[src/verilog/mips_config.svh]
`ifndef MIPS_CONFIG_SVH
`define MIPS_CONFIG_SVH

// Datapath and address width
`define MIPS_XLEN 32

// Register file geometry
`define MIPS_RADDR_W 5
`define MIPS_NREGS 32

`endif

[src/verilog/mips_pkg.sv]
`default_nettype none

`include "mips_config.svh"

package mips_pkg;

    // Primary opcodes, bits 31:26
    typedef enum logic [5:0] {
        OP_RTYPE = 6'h00,
        OP_J     = 6'h02,
        OP_BEQ   = 6'h04,
        OP_BNE   = 6'h05,
        OP_ADDI  = 6'h08,
        OP_ORI   = 6'h0d,
        OP_LUI   = 6'h0f
    } opcode_e;

    // R-type function codes, bits 5:0
    typedef enum logic [5:0] {
        FN_ADD = 6'h20,
        FN_SUB = 6'h22,
        FN_AND = 6'h24,
        FN_OR  = 6'h25,
        FN_SLT = 6'h2a
    } funct_e;

    typedef enum logic [2:0] {
        ALU_ADD,
        ALU_SUB,
        ALU_AND,
        ALU_OR,
        ALU_SLT,
        ALU_LUI
    } alu_op_e;

    typedef struct packed {
        logic    alu_src;
        alu_op_e alu_op;
        logic    reg_dst;
        logic    branch;
        logic    nbranch;
        logic    jump;
    } ex_ctrl_t;

    typedef struct packed {
        logic reg_write;
    } wb_ctrl_t;

    typedef struct packed {
        logic [`MIPS_XLEN-1:0]    pc4;
        logic [25:0]              jidx;
        logic [`MIPS_XLEN-1:0]    rdata1;
        logic [`MIPS_XLEN-1:0]    rdata2;
        logic [`MIPS_XLEN-1:0]    imm_ext;
        logic [`MIPS_RADDR_W-1:0] rt;
        logic [`MIPS_RADDR_W-1:0] rd;
        ex_ctrl_t                 ex_ctrl;
        wb_ctrl_t                 wb_ctrl;
    } id_ex_t;

    typedef struct packed {
        logic [`MIPS_XLEN-1:0]    result;
        logic [`MIPS_RADDR_W-1:0] dest;
        wb_ctrl_t                 wb_ctrl;
    } ex_wb_t;

endpackage

`default_nettype wire

[src/verilog/id_control_unit.sv]
`timescale 1ns/1ps
`default_nettype none

`include "mips_config.svh"

module id_control_unit
    import mips_pkg::*;
(
    input  logic [`MIPS_XLEN-1:0] i_instr,
    output ex_ctrl_t              o_ex_ctrl,
    output wb_ctrl_t              o_wb_ctrl,
    output logic [`MIPS_XLEN-1:0] o_imm_ext
);

    opcode_e     opcode;
    funct_e      funct;
    logic [15:0] imm16;

    assign opcode = opcode_e'(i_instr[31:26]);
    assign funct  = funct_e'(i_instr[5:0]);
    assign imm16  = i_instr[15:0];

    // ORI is the only zero-extended immediate
    assign o_imm_ext = (opcode == OP_ORI) ? {{(`MIPS_XLEN-16){1'b0}}, imm16}
                                          : {{(`MIPS_XLEN-16){imm16[15]}}, imm16};

    always_comb
    begin
        o_ex_ctrl = '{alu_src: 1'b0, alu_op: ALU_ADD, reg_dst: 1'b0,
                      branch: 1'b0, nbranch: 1'b0, jump: 1'b0};
        o_wb_ctrl = '{reg_write: 1'b0};
        case (opcode)
            OP_RTYPE:
            begin
                o_ex_ctrl.reg_dst   = 1'b1;
                o_wb_ctrl.reg_write = 1'b1;
                case (funct)
                    FN_ADD: o_ex_ctrl.alu_op = ALU_ADD;
                    FN_SUB: o_ex_ctrl.alu_op = ALU_SUB;
                    FN_AND: o_ex_ctrl.alu_op = ALU_AND;
                    FN_OR:  o_ex_ctrl.alu_op = ALU_OR;
                    FN_SLT: o_ex_ctrl.alu_op = ALU_SLT;
                    // Unknown funct becomes a no-op
                    default: o_wb_ctrl.reg_write = 1'b0;
                endcase
            end
            OP_ADDI:
            begin
                o_ex_ctrl.alu_src   = 1'b1;
                o_wb_ctrl.reg_write = 1'b1;
            end
            OP_ORI:
            begin
                o_ex_ctrl.alu_src   = 1'b1;
                o_ex_ctrl.alu_op    = ALU_OR;
                o_wb_ctrl.reg_write = 1'b1;
            end
            OP_LUI:
            begin
                o_ex_ctrl.alu_src   = 1'b1;
                o_ex_ctrl.alu_op    = ALU_LUI;
                o_wb_ctrl.reg_write = 1'b1;
            end
            OP_BEQ:
            begin
                o_ex_ctrl.alu_op = ALU_SUB;
                o_ex_ctrl.branch = 1'b1;
            end
            OP_BNE:
            begin
                o_ex_ctrl.alu_op  = ALU_SUB;
                o_ex_ctrl.nbranch = 1'b1;
            end
            OP_J:    o_ex_ctrl.jump = 1'b1;
            default: ;
        endcase
    end

endmodule

`default_nettype wire

[src/verilog/register_file.sv]
`timescale 1ns/1ps
`default_nettype none

`include "mips_config.svh"

module register_file
(
    input  logic                     i_clk,
    input  logic                     i_rst_n,
    input  logic [`MIPS_RADDR_W-1:0] i_raddr1,
    input  logic [`MIPS_RADDR_W-1:0] i_raddr2,
    input  logic [`MIPS_RADDR_W-1:0] i_waddr,
    input  logic                     i_we,
    input  logic [`MIPS_XLEN-1:0]    i_wdata,
    output logic [`MIPS_XLEN-1:0]    o_rdata1,
    output logic [`MIPS_XLEN-1:0]    o_rdata2
);

    logic [`MIPS_XLEN-1:0] regs [`MIPS_NREGS];

    // r0 reads zero, a same-cycle write is passed straight through
    function automatic logic [`MIPS_XLEN-1:0] read_port(input logic [`MIPS_RADDR_W-1:0] addr);
        if (addr == '0)
            return '0;
        else if (i_we && addr == i_waddr)
            return i_wdata;
        else
            return regs[addr];
    endfunction

    always_ff @(posedge i_clk)
    begin
        if (!i_rst_n)
        begin
            for (int i = 0; i < `MIPS_NREGS; i++)
                regs[i] <= '0;
        end
        else if (i_we && i_waddr != '0)
            regs[i_waddr] <= i_wdata;
    end

    always_comb
    begin
        o_rdata1 = read_port(i_raddr1);
        o_rdata2 = read_port(i_raddr2);
    end

endmodule

`default_nettype wire

[src/verilog/pipeline_reg.sv]
`timescale 1ns/1ps
`default_nettype none

module pipeline_reg
#(
    parameter type payload_t = logic
)
(
    input  logic     i_clk,
    input  logic     i_rst_n,
    input  logic     i_valid,
    input  logic     i_hold,
    input  logic     i_flush,
    input  payload_t i_data,
    output logic     o_valid,
    output payload_t o_data
);

    // Hold wins over flush so a stalled stage keeps its instruction
    always_ff @(posedge i_clk)
    begin
        if (!i_rst_n)
            o_valid <= 1'b0;
        else if (!i_hold)
            o_valid <= i_valid & ~i_flush;
    end

    always_ff @(posedge i_clk)
    begin
        if (!i_hold)
            o_data <= i_data;
    end

endmodule

`default_nettype wire

[src/verilog/ex_alu_stage.sv]
`timescale 1ns/1ps
`default_nettype none

`include "mips_config.svh"

module ex_alu_stage
    import mips_pkg::*;
(
    input  logic                  i_valid,
    input  id_ex_t                i_id_ex,
    output ex_wb_t                o_ex_wb,
    output logic                  o_result_we,
    output logic                  o_redirect,
    output logic [`MIPS_XLEN-1:0] o_redirect_pc
);

    logic [`MIPS_XLEN-1:0]    op_a;
    logic [`MIPS_XLEN-1:0]    op_b;
    logic [`MIPS_XLEN-1:0]    result;
    logic [`MIPS_RADDR_W-1:0] dest;
    logic                     equal;
    logic [`MIPS_XLEN-1:0]    branch_pc;
    logic [`MIPS_XLEN-1:0]    jump_pc;

    assign op_a = i_id_ex.rdata1;
    assign op_b = i_id_ex.ex_ctrl.alu_src ? i_id_ex.imm_ext : i_id_ex.rdata2;

    always_comb
    begin
        case (i_id_ex.ex_ctrl.alu_op)
            ALU_ADD: result = op_a + op_b;
            ALU_SUB: result = op_a - op_b;
            ALU_AND: result = op_a & op_b;
            ALU_OR:  result = op_a | op_b;
            ALU_SLT: result = {{(`MIPS_XLEN-1){1'b0}}, $signed(op_a) < $signed(op_b)};
            ALU_LUI: result = i_id_ex.imm_ext << 16;
            default: result = '0;
        endcase
    end

    assign dest = i_id_ex.ex_ctrl.reg_dst ? i_id_ex.rd : i_id_ex.rt;

    // Writes to r0 are dropped here
    assign o_result_we = i_valid & i_id_ex.wb_ctrl.reg_write & (dest != '0);

    assign o_ex_wb = '{result: result, dest: dest, wb_ctrl: '{reg_write: o_result_we}};

    // Branch compare uses both register operands
    assign equal     = (i_id_ex.rdata1 == i_id_ex.rdata2);
    assign branch_pc = i_id_ex.pc4 + (i_id_ex.imm_ext << 2);
    assign jump_pc   = {i_id_ex.pc4[`MIPS_XLEN-1 -: 4], i_id_ex.jidx, 2'b00};

    assign o_redirect = i_valid & (i_id_ex.ex_ctrl.jump
                                   | (i_id_ex.ex_ctrl.branch & equal)
                                   | (i_id_ex.ex_ctrl.nbranch & ~equal));

    assign o_redirect_pc = i_id_ex.ex_ctrl.jump ? jump_pc : branch_pc;

endmodule

`default_nettype wire

[src/verilog/id_ex_core.sv]
`timescale 1ns/1ps
`default_nettype none

`include "mips_config.svh"

module id_ex_core
    import mips_pkg::*;
(
    input  logic                     i_clk,
    input  logic                     i_rst_n,
    input  logic                     i_valid,
    input  logic                     i_stall,
    input  logic [`MIPS_XLEN-1:0]    i_instr,
    input  logic [`MIPS_XLEN-1:0]    i_pc4,
    output logic                     o_ex_valid,
    output logic [`MIPS_XLEN-1:0]    o_ex_result,
    output logic [`MIPS_RADDR_W-1:0] o_ex_dest,
    output logic                     o_ex_we,
    output logic                     o_redirect,
    output logic [`MIPS_XLEN-1:0]    o_redirect_pc
);

    ex_ctrl_t              ex_ctrl;
    wb_ctrl_t              wb_ctrl;
    logic [`MIPS_XLEN-1:0] imm_ext;
    logic [`MIPS_XLEN-1:0] rdata1;
    logic [`MIPS_XLEN-1:0] rdata2;
    id_ex_t                id_ex_d;
    id_ex_t                id_ex_q;
    ex_wb_t                ex_wb_d;
    ex_wb_t                ex_wb_q;
    logic                  ex_wb_valid;

    id_control_unit u_ctrl (
        .i_instr   (i_instr),
        .o_ex_ctrl (ex_ctrl),
        .o_wb_ctrl (wb_ctrl),
        .o_imm_ext (imm_ext)
    );

    register_file u_regs (
        .i_clk    (i_clk),
        .i_rst_n  (i_rst_n),
        .i_raddr1 (i_instr[25:21]),
        .i_raddr2 (i_instr[20:16]),
        .i_waddr  (ex_wb_q.dest),
        .i_we     (ex_wb_valid & ex_wb_q.wb_ctrl.reg_write),
        .i_wdata  (ex_wb_q.result),
        .o_rdata1 (rdata1),
        .o_rdata2 (rdata2)
    );

    always_comb
    begin
        id_ex_d = '{pc4: i_pc4, jidx: i_instr[25:0], rdata1: rdata1, rdata2: rdata2,
                    imm_ext: imm_ext, rt: i_instr[20:16], rd: i_instr[15:11],
                    ex_ctrl: ex_ctrl, wb_ctrl: wb_ctrl};
    end

    // Squash the slot behind a taken branch or jump
    pipeline_reg #(.payload_t(id_ex_t)) u_id_ex (
        .i_clk   (i_clk),
        .i_rst_n (i_rst_n),
        .i_valid (i_valid),
        .i_hold  (i_stall),
        .i_flush (o_redirect),
        .i_data  (id_ex_d),
        .o_valid (o_ex_valid),
        .o_data  (id_ex_q)
    );

    ex_alu_stage u_ex (
        .i_valid       (o_ex_valid),
        .i_id_ex       (id_ex_q),
        .o_ex_wb       (ex_wb_d),
        .o_result_we   (o_ex_we),
        .o_redirect    (o_redirect),
        .o_redirect_pc (o_redirect_pc)
    );

    assign o_ex_result = ex_wb_d.result;
    assign o_ex_dest   = ex_wb_d.dest;

    // Bubble into write-back while ID/EX is frozen
    pipeline_reg #(.payload_t(ex_wb_t)) u_ex_wb (
        .i_clk   (i_clk),
        .i_rst_n (i_rst_n),
        .i_valid (o_ex_valid & ~i_stall),
        .i_hold  (1'b0),
        .i_flush (1'b0),
        .i_data  (ex_wb_d),
        .o_valid (ex_wb_valid),
        .o_data  (ex_wb_q)
    );

endmodule

`default_nettype wire

[config.mk]
export PLATFORM = sky130hd
export DESIGN_NAME = id_ex_core
export DESIGN_NICKNAME = d
export VERILOG_FILES = /design/src/verilog/mips_pkg.sv /design/src/verilog/id_control_unit.sv /design/src/verilog/register_file.sv /design/src/verilog/pipeline_reg.sv /design/src/verilog/ex_alu_stage.sv /design/src/verilog/id_ex_core.sv
export VERILOG_INCLUDE_DIRS = /design/src /design/src/verilog
export SDC_FILE = /design/constraint.sdc
export NUM_CORES = 2
export LEC_CHECK = 0
export BUFFER_PORTS_ARGS = -buffer_cell sky130_fd_sc_hd__buf_2
export CAP_MARGIN = 10
export CORE_MARGIN = 5
export CORE_UTILIZATION = 40
export DETAILED_ROUTE_END_ITERATION = 10
export SETUP_SLACK_MARGIN = 0.02
export SYNTH_ARGS = -nofsm -noshare
export SYNTH_HDL_FRONTEND = slang
export SYNTH_SLANG_ARGS = --single-unit
[constraint.sdc]
create_clock -name i_clk -period 5.2 [get_ports i_clk]
set_clock_uncertainty 0.2 [all_clocks]
set_input_delay 0.26 -clock i_clk [delete_from_list [all_inputs] [get_ports i_clk]]
set_output_delay 0.26 -clock i_clk [all_outputs]
set_load 0.02 [all_outputs]
==> impl_results.md <==
- Status: complete, no violations
- Number of synthesized flops with an enable pin: 1156
- Max_slew headroom: 14.9%
- Clock transition at path regs: 0.06 ns
- Synth Flop Type: edfxtp_1
- Kind of critical path: reg -> out
- Initial DRC Count: 5997
- Max VDD drop: 262 µV
- Cell Area, Synth: 67200 µm²
- Final Cycle Share: 96.8%
- Routed len/inst: 32.0 µm
- Site Rows: 150
- Top-Level Pins: 140
- Clock latency on the worst-skew pair: 0.80 ns
- Synth warn: 0
- Die H: 420 µm
- Root Buffer: clkbuf_16
- GR Util All Layers: 26.2%
- CP startpoint kind: register
- First-pass GRT wire length: 329000 µm
- Vias per inst: 6.15
- Synth top cells by count: edfxtp_1 (1156), and2_1 (932), mux4_2 (560), clkbuf_1 (348), nor2_1 (225)
- Clk buf depth: 3
- CTS tree: built
- Yosys reg bits: 1196
- H-tree depth: 4
- TNS Setup: 0 ns
- Most common cell in the netlist: edfxtp_1
- Initial antenna violation count: 9
- FFs w/ async S/R, synth: 0%
- CP required: 4.74 ns
- Total grt overflow: 0
- Port Buffers: 139
- Routed wire length: 234000 µm
- Core Footprint: 167000 µm²
- RSZ-0062 raised after global routing: no
- Fin cells: 7294
- DR vias: 44800
- Final Setup Violations: 0
- Worst Path Arrival: 4.57 ns
- Slew Viols, Final: 0
- Fmax: 199 MHz
- Shortest period the worst path allows: 5.03 ns
- Chip width: 420 µm
- Hold Crit Class: in -> reg
- Max_cap viols: 0
- Post-synth cell types: 83
- # placed instances: 6925
- Pwr dens: 329 nW/µm²
- Synth-to-Final Area Change: 14.0%
- Sequential area share after synthesis: 52.9%
- Top cells by area, synth: edfxtp_1 (52%), mux4_2 (19%), and2_1 (8.7%)
- Crit end category: output port
- Initial DRT Pass Iterations: 6
- Routability Congestion: 0.912
- Largest net degree at the start of global routing: 104
- Layout cells sized above 1: 24.5%
- Final HPWL DP: 143000 µm
- Starting Density: 40.2%
- Fill count: 14600
- Vias in the first global route: 44500
- TritonCTS Buffers: 137
- Crit-path max FO: 11
- Number of nets in the layout: 5182
- Avg Cell Area, Syn: 14.0 µm²
- DRC: 0
- Actual slew at the worst max-slew pin: 1.28 ns
- Post-synth top area share: 51.7%
- LEAKAGE: 28.2 nW
- Die area: 176000 µm²
- Clock Sinks: 1196
- Post-route antenna net violation count: 0
- Syn Inst Count: 4815
- Final Hold Vio Count: 0
- Dominant cell type by area after synthesis: edfxtp_1
==> worst paths after layout <==
path	slack, ns	cells past startpoint	from	end
min	0.05	3	i_rst_n	u_regs.regs[0][22]
max	0.17	13	u_id_ex.o_data[8]	o_ex_result[29]
min reg2reg	0.36	1	u_id_ex.o_valid	u_ex_wb.o_data[0]
max reg2reg	1.14	9	u_id_ex.o_data[112]	u_id_ex.o_valid
==> worst max-delay path: stages, from the launching register on <==
cell       delay [ns]
edfxtp_1         0.47
buf_12           0.20
mux2i_1          0.17
ha_2             0.50
o21ai_1          0.15
a21oi_4          0.23
a311oi_4         0.17
a2111oi_4        0.59
o2111ai_2        0.27
a21boi_1         0.23
o211ai_2         0.12
xnor2_1          0.15
o21ai_1          0.29
buf_2            0.24
==> kinds of logic after synthesis <==
logic type	after synthesis	share of synthesized area (%)
other	1	0.00558
flip-flops	1196	52.9
XOR/XNOR	93	1.21
AO/OA/AOI/OAI	612	6.06
multiplexers	745	21.6
buffers and inverters	569	3.36
AND/OR/NAND/NOR	1466	12.4
adder cells (fa/ha/maj)	133	2.51
==> metal layers <==
metal | global-route usage (%) | routed length [µm] | share of wire (%) | vias up
met5 | 0 | 0 | 0 | -
met4 | 9.72 | 9180 | 3.9 | 0
met3 | 5.30 | 22300 | 9.6 | 461
met2 | 42.4 | 111000 | 47 | 2469
met1 | 35.0 | 91500 | 39 | 23200
li1 | - | - | - | 18700
==> repair_timing <==
action,4_1_cts,5_1_grt
resized for setup,4,21
endpoints found under the hold margin,146,0
buffers inserted,3,8
hold buffers,108,0
pin swaps,0,9
endpoints found under the setup margin,5,13
==> layout by cell type, fill, tap and decap left out, types with 14 or more instances in the layout <==
cell           count
a211oi_1          74
a21o_1            19
a21oi_1          179
a221oi_1          22
a22oi_1           14
and2_1           932
and3_1            70
buf_12            16
buf_2            130
buf_4            186
clkbuf_1          24
clkbuf_16        138
clkinv_1          29
clkinv_2          25
conb_1            32
dfxtp_1           40
dlygate4sd3_1    108
edfxtp_1        1156
ha_1             125
inv_1            115
mux2_2            40
mux2i_1          142
mux4_2           560
nand2_1           96
nand2b_1          24
nand3_1           16
nand4_1           19
nor2_1           200
nor3_1            20
o211ai_1          18
o21ai_0           73
o21ai_1           15
o21ai_4           22
o21bai_1          18
o221ai_1          15
o22ai_1           34
xnor2_1           73
xor2_1            20
==> flip-flops by register name, summed over array words and instances (netlist names) <==
| signal | flops |
|---|---|
| u_regs.regs | 1024 |
| u_id_ex.o_data | 132 |
| u_ex_wb.o_data | 38 |
| u_ex_wb.o_valid | 1 |
| u_id_ex.o_valid | 1 |
==> report_power, final <==
part / total (mW) / internal (mW) / switching (mW)
combinational: 4.54 / 1.67 / 2.88
clock: 9.29 / 5.11 / 4.17
sequential: 11.4 / 11.0 / 0.380
total: 25.2 / 17.8 / 7.43
==> metrics by stage <==
| step | setup WS (ns) | hold slack (ns) | util [%] | total power [mW] | instance area [µm²] |
|---|---|---|---|---|---|
| floorplan | 0.744 | 0.159 | - | 14.2 | 67300 |
| global placement | 0.722 | 0.238 | 42.6 | 15.9 | 71100 |
| detailed placement | 0.611 | 0.238 | 42.6 | 15.9 | 71100 |
| CTS | 0.0290 | 0.0142 | 45.7 | 25.2 | 76400 |
| global route | 0.00502 | 0.0468 | 45.9 | 26.0 | 76600 |
| finish | 0.167 | 0.0481 | 45.9 | 25.2 | 76600 |
==> layout make-up <==
cell class,count,area [µm²],share of cell area [%]
repair buffers,447,3560,4.65
well taps,2204,2760,3.60
multi-input cells,3081,30100,39.3
flip-flops and latches,1196,35500,46.4
clock buffers,162,3540,4.63
clock inverters,84,648,0.846
diodes,2,5.00,0.00653
inverters,118,452,0.590
No activity file was read; power rests on OpenSTA's default activity.
